File: src/common/core_settings.svh
`ifndef CORE_SETTINGS_SVH
`define CORE_SETTINGS_SVH

// Data path and register width
`define WORD_WIDTH 32

// General registers R0 to R15
`define REG_COUNT 16

// Opcode field at the top of the instruction word
`define OPCODE_WIDTH 5

`endif

File: src/common/controlPkg.sv
package controlPkg;

    // Timing steps with the fetch in T0 to T2
    typedef enum logic [3:0] {
        stepT0,
        stepT1,
        stepT2,
        stepT3,
        stepT4,
        stepT5,
        stepT6,
        stepHalted
    } step_t;

    // Which block drives the shared bus
    typedef enum logic [4:0] {
        srcNone,
        srcReg,
        srcHi,
        srcLo,
        srcPc,
        srcMdr,
        srcZlow,
        srcZhigh
    } busSrc_t;

endpackage

File: src/common/isaPkg.sv
`include "core_settings.svh"

package isaPkg;

    // Instruction operations with the reference encodings for not and nop
    typedef enum logic [`OPCODE_WIDTH-1:0] {
        opLdw  = 5'b00000,
        opAdd  = 5'b00011,
        opSub  = 5'b00100,
        opAnd  = 5'b00101,
        opOr   = 5'b00110,
        opShr  = 5'b01001,
        opShl  = 5'b01011,
        opNop  = 5'b01101,
        opMul  = 5'b01111,
        opDiv  = 5'b10000,
        opNeg  = 5'b10001,
        opNot  = 5'b10010,
        opOut  = 5'b10100,
        opMfhi = 5'b10110,
        opMflo = 5'b10111,
        opHalt = 5'b11011
    } opcode_t;

    // Register fields are wide enough to name every general register
    localparam int regFieldWidth = $clog2(`REG_COUNT);

    // Field positions with the opcode in 31..27 then ra, rb and rc
    localparam int opLsb = `WORD_WIDTH - `OPCODE_WIDTH;
    localparam int raLsb = opLsb - regFieldWidth;
    localparam int rbLsb = raLsb - regFieldWidth;
    localparam int rcLsb = rbLsb - regFieldWidth;

endpackage

File: src/hdl/controlUnit.sv
`timescale 1ns/1ps
`include "core_settings.svh"

module controlUnit (
    input  logic                   clock,
    input  logic                   rst,
    input  logic [`WORD_WIDTH-1:0] ir,
    output logic                   pcOut,
    output logic                   pcIn,
    output logic                   incPc,
    output logic                   marIn,
    output logic                   mdrIn,
    output logic                   mdrOut,
    output logic                   irIn,
    output logic                   yIn,
    output logic                   zIn,
    output logic                   zLowOut,
    output logic                   zHighOut,
    output logic                   hiIn,
    output logic                   hiOut,
    output logic                   loIn,
    output logic                   loOut,
    output logic [`REG_COUNT-1:0]  regIn,
    output logic [`REG_COUNT-1:0]  regOut,
    output isaPkg::opcode_t        aluOp,
    output logic                   memRead,
    output logic                   outValid,
    output logic                   halted
);

    import isaPkg::*;
    import controlPkg::*;

    localparam logic [`REG_COUNT-1:0] hotBase = 1;

    step_t                    step;
    step_t                    nextStep;
    opcode_t                  op;
    logic [regFieldWidth-1:0] ra;
    logic [regFieldWidth-1:0] rb;
    logic [regFieldWidth-1:0] rc;
    logic [`REG_COUNT-1:0]    raHot;
    logic [`REG_COUNT-1:0]    rbHot;
    logic [`REG_COUNT-1:0]    rcHot;
    logic                     twoOperand;
    logic                     oneOperand;
    logic                     wideResult;

    // Instruction fields
    assign op = opcode_t'(ir[opLsb +: `OPCODE_WIDTH]);
    assign ra = ir[raLsb +: regFieldWidth];
    assign rb = ir[rbLsb +: regFieldWidth];
    assign rc = ir[rcLsb +: regFieldWidth];

    assign raHot = hotBase << ra;
    assign rbHot = hotBase << rb;
    assign rcHot = hotBase << rc;

    assign twoOperand = op inside {opAdd, opSub, opAnd, opOr, opShl, opShr, opMul, opDiv};
    assign oneOperand = op inside {opNot, opNeg};
    assign wideResult = op inside {opMul, opDiv}; // Results land in LO then HI

    assign halted = (step == stepHalted);

    always_ff @(posedge clock) begin
        if (rst) step <= stepT0;
        else     step <= nextStep;
    end

    always_comb begin
        {pcOut, pcIn, incPc, marIn, mdrIn, mdrOut, irIn, yIn, zIn} = '0;
        {zLowOut, zHighOut, hiIn, hiOut, loIn, loOut, memRead, outValid} = '0;
        regIn    = '0;
        regOut   = '0;
        aluOp    = opNop;
        nextStep = stepT0; // Default is the end of the instruction
        case (step)
            stepT0: begin
                {pcOut, marIn, incPc, zIn} = '1;
                nextStep = stepT1;
            end
            stepT1: begin
                {zLowOut, pcIn, memRead, mdrIn} = '1;
                nextStep = stepT2;
            end
            stepT2: begin
                {mdrOut, irIn} = '1;
                nextStep = stepT3;
            end
            stepT3: begin
                if (twoOperand) begin
                    regOut   = rbHot; // rb into Y
                    yIn      = 1'b1;
                    nextStep = stepT4;
                end else if (oneOperand) begin
                    regOut   = rbHot;
                    aluOp    = op;
                    zIn      = 1'b1;
                    nextStep = stepT4;
                end else begin
                    case (op)
                        opLdw: begin
                            // Data word follows the instruction
                            {pcOut, marIn, incPc, zIn} = '1;
                            nextStep = stepT4;
                        end
                        opMfhi: begin
                            hiOut = 1'b1;
                            regIn = raHot;
                        end
                        opMflo: begin
                            loOut = 1'b1;
                            regIn = raHot;
                        end
                        opOut: begin
                            regOut   = raHot;
                            outValid = 1'b1;
                        end
                        opHalt:  nextStep = stepHalted;
                        default: nextStep = stepT0; // nop and unused codes
                    endcase
                end
            end
            stepT4: begin
                if (twoOperand) begin
                    regOut   = rcHot;
                    aluOp    = op;
                    zIn      = 1'b1;
                    nextStep = stepT5;
                end else if (oneOperand) begin
                    zLowOut = 1'b1;
                    regIn   = raHot;
                end else if (op == opLdw) begin
                    {zLowOut, pcIn, memRead, mdrIn} = '1;
                    nextStep = stepT5;
                end
            end
            stepT5: begin
                if (wideResult) begin
                    {zLowOut, loIn} = '1;
                    nextStep = stepT6;
                end else if (twoOperand) begin
                    zLowOut = 1'b1;
                    regIn   = raHot;
                end else if (op == opLdw) begin
                    mdrOut = 1'b1;
                    regIn  = raHot;
                end
            end
            stepT6: {zHighOut, hiIn} = '1;
            stepHalted: nextStep = stepHalted; // Only reset leaves
            default: nextStep = stepT0;
        endcase
    end

endmodule

File: config.mk
export PLATFORM = sky130hd
export DESIGN_NAME = controlUnit
export DESIGN_NICKNAME = d
export VERILOG_FILES = /design/src/common/controlPkg.sv /design/src/common/isaPkg.sv /design/src/hdl/controlUnit.sv
export VERILOG_INCLUDE_DIRS = /design/src /design/src/common
export SDC_FILE = /design/constraint.sdc
export NUM_CORES = 1
export LEC_CHECK = 0
export BUFFER_PORTS_ARGS = -buffer_cell sky130_fd_sc_hd__buf_2
export CAP_MARGIN = 40
export CORE_MARGIN = 1
export CORE_UTILIZATION = 32
export DETAILED_ROUTE_END_ITERATION = 10
export GPL_TIMING_DRIVEN = 0
export SLEW_MARGIN = 20
export SYNTH_ARGS = -nofsm -noshare
export SYNTH_HDL_FRONTEND = slang
export SYNTH_SLANG_ARGS = --single-unit
File: constraint.sdc
create_clock -name clock -period 2.5 [get_ports clock]
set_input_delay 0.375 -clock clock [delete_from_list [all_inputs] [get_ports clock]]
set_output_delay 0.375 -clock clock [all_outputs]
set_load 0.005 [all_outputs]
==> results.ini <==
[yosys]
ys_seq_area_share_pct=3.89
synth-compound-area-share_pct=42.7
avgSynthCellArea_um2=6.71
yosys-top-cells-area=nand2_1 8.0%, nand3_1 6.5%, o211ai_1 6.3%, a21oi_2 5.7%, nor2b_1 5.7%
netlist.area_leader.share_pct=8.03
yosysWarnings=0
synthMuxAreaShare_pct=0.649
synth_edf_count=0
synthArstFlopShare_pct=0
synthFlopType=dfxtp_1
syn_inst=230
synth_nets=264
synth_cell_types=58
synth_area_um2=1540
yosysTopAreaCell=nand2_1
synth_simple_gate_area_share_pct=40.0
synth_xor_area_share_pct=0.568
synth_top_family_by_area=compound AO/OA/AOI/OAI gates
synth-seq-cells=3
synthAdderAreaFrac_pct=0
yosysMostFrequentCell=nand2_1
synth_common_cells=33 x nand2_1, 20 x nand3_1, 14 x nor2b_1

[clocking]
cts-root-buf=clkbuf_8
htreeDepth=1
cts_tree=yes
cts_buffers=3
cts_setup_buffers=0
clock_sinks=3
path_clk_slew_ps=30
clk_path_buf_depth=2
clk_latency_ps=210

[setup_path]
slowest_stage=a2111oi_4
worst_setup_path_end_kind=output port
worstSetupPathType=input port to output port
worstPathArrival_ps=2070
max_stage_delay_ps=410
crit_top_cell=buf_2
crit_buf_inv=4
start_kind=input port
path_cells=buf_2 > buf_2 > o21bai_2 > a2111oi_4 > buf_6 > o211ai_2 > o211ai_1 > buf_2
critPathTopFamily=compound AO/OA/AOI/OAI gates
cp_max_fo=10
cp.required_ps=2120

[place]
dp_slack_ps=73.4
place_area_um2=1970
io_buffers=72
gp_congestion=0.913
placedCellCount=354
hpwl_mm=4.03

[detailed_routing]
dr_total_vias=2027
ant_nets=0
drt-vias-per-instance=5.66
finalWirelength_mm=5.16
drc=0
drtIter0Drc=174
first_pass_iters=4
routedWlPerCell_um=14.4

[global_routing]
antenna_found_initial=0
grt_pass1_wl_mm=7.88
overflow=0
grt_pass1_vias=1730
grtUsageTotal_pct=18.7
grt_max_degree=11

[final_layout]
fillers=489
syn_to_final_growth_pct=31.5
drive_gt1_share_pct=40.8
antenna_cells=0
regArea_um2=60.1
multi_input_area_um2=1300
nets=341
largest_register=step
largest_reg_flops=3
reg_top3=step (3)
fin_cells=358
final_area_um2=2030

[timing]
worst_slew_pin_slew_ps=579
finalHoldViolCount=0
post-route-period-util_pct=97.7
setup_viol=0
finClkSkew_ps=2.73
worst_slack_ps=56.5
rsz0062_at_grt=yes
drv_slew=0
slew-limit-headroom_pct=61.1
max_freq_mhz=409
period_minus_slack_ps=2440

[power_and_ir_drop]
peakVddDrop_mv=0.399
total_power_uw=466
powerDensity_nw_per_um2=230
total_leakage_power_nw=0.871

[die]
io_pins=89
core-area_um2=4500
fp.dieH_um=71.4
placementRows=24
start_util_pct=34.3
fp.dieW_um=71.4
dieArea_um2=5100

[flow_run]
drv_cap=0

[hold_path]
hold_class=input port to flip-flop

[status]
outcome=complete, no violations

-- metrics by stage --
step | hold slack [ps] | util [%] | TNS (ps)
after CTS | 391 | 44.7 | 0
after global routing | 413 | 45.1 | -31.0
final | 403 | 45.1 | 0
after floorplan | 444 | - | 0
after global placement | 610 | 43.7 | 0
after detailed placement | 614 | 43.7 | 0
-- worst paths after layout --
path / startpoint / end / slack (ps) / cells after the start
min: rst / step[0]$_SDFF_PP0_ / 400 / 2
min reg2reg: step[2]$_SDFF_PP0_ / step[1]$_SDFF_PP0_ / 630 / 2
max: ir[29] / regOut[7] / 60 / 8
max reg2reg: step[2]$_SDFF_PP0_ / step[2]$_SDFF_PP0_ / 1050 / 4
-- worst register-to-register path: cells and delay by family, from the launching register on --
family	cells	cell delay, ps
buf+inv	1	160
simple gates	1	260
flops	1	280
compound gates	2	680
-- metal layers --
layer	part of all wire (%)	track usage [%]	vias to the layer above
met3	7.2	1.97	8
met1	46	26.0	909
met4	1.5	3.11	0
met2	45	31.7	102
li1	-	-	1008
met5	0	0	-
-- where the power goes --
part	switching (mW)	internal, mW
Clock	0.0272	0.108
Sequential	0.00965	0.0543
Combinational	0.155	0.112
-- cell type report --
cell class	instances	area share, %
buffer	26	8.51
clock buffer	4	2.22
inverter	6	1.11
multi-input combinational	195	64.2
sequential	3	2.96
tap	52	3.21
timing repair buffer	72	17.8
-- cell families (layout without fill, tap and decap cells) --
kind of cell / Yosys count / in the layout
xor+xnor: 1 / 1
flops: 3 / 3
buf+inv: 32 / 108
mux: 1 / 1
simple gates: 113 / 113
compound gates: 80 / 80
-- layout by cell type, fill, tap and decap left out, types with 3 or more instances in the layout --
master / synthesis / layout
buf_2: 9 / 80
nand2_1: 33 / 33
o21ai_0: 8 / 8
clkbuf_8: 0 / 3
nand3_1: 20 / 20
o211ai_1: 13 / 13
and2_1: 3 / 3
nor2_1: 13 / 13
nor2b_1: 14 / 14
o2111ai_1: 4 / 4
buf_4: 7 / 6
a21o_1: 5 / 5
a21oi_2: 10 / 10
nor3_1: 8 / 8
nand2b_1: 3 / 3
inv_1: 6 / 6
a21oi_1: 9 / 9
o21ai_1: 4 / 4
clkbuf_1: 3 / 4
o221ai_1: 5 / 5
buf_6: 4 / 5
dfxtp_1: 3 / 3
-- repair_timing --
action | 4_1_cts | 5_1_grt
resized for setup | 0 | 4
endpoints found under the setup margin | 0 | 16
hold buffers | 0 | 0
(Power assumes the default switching activity.)
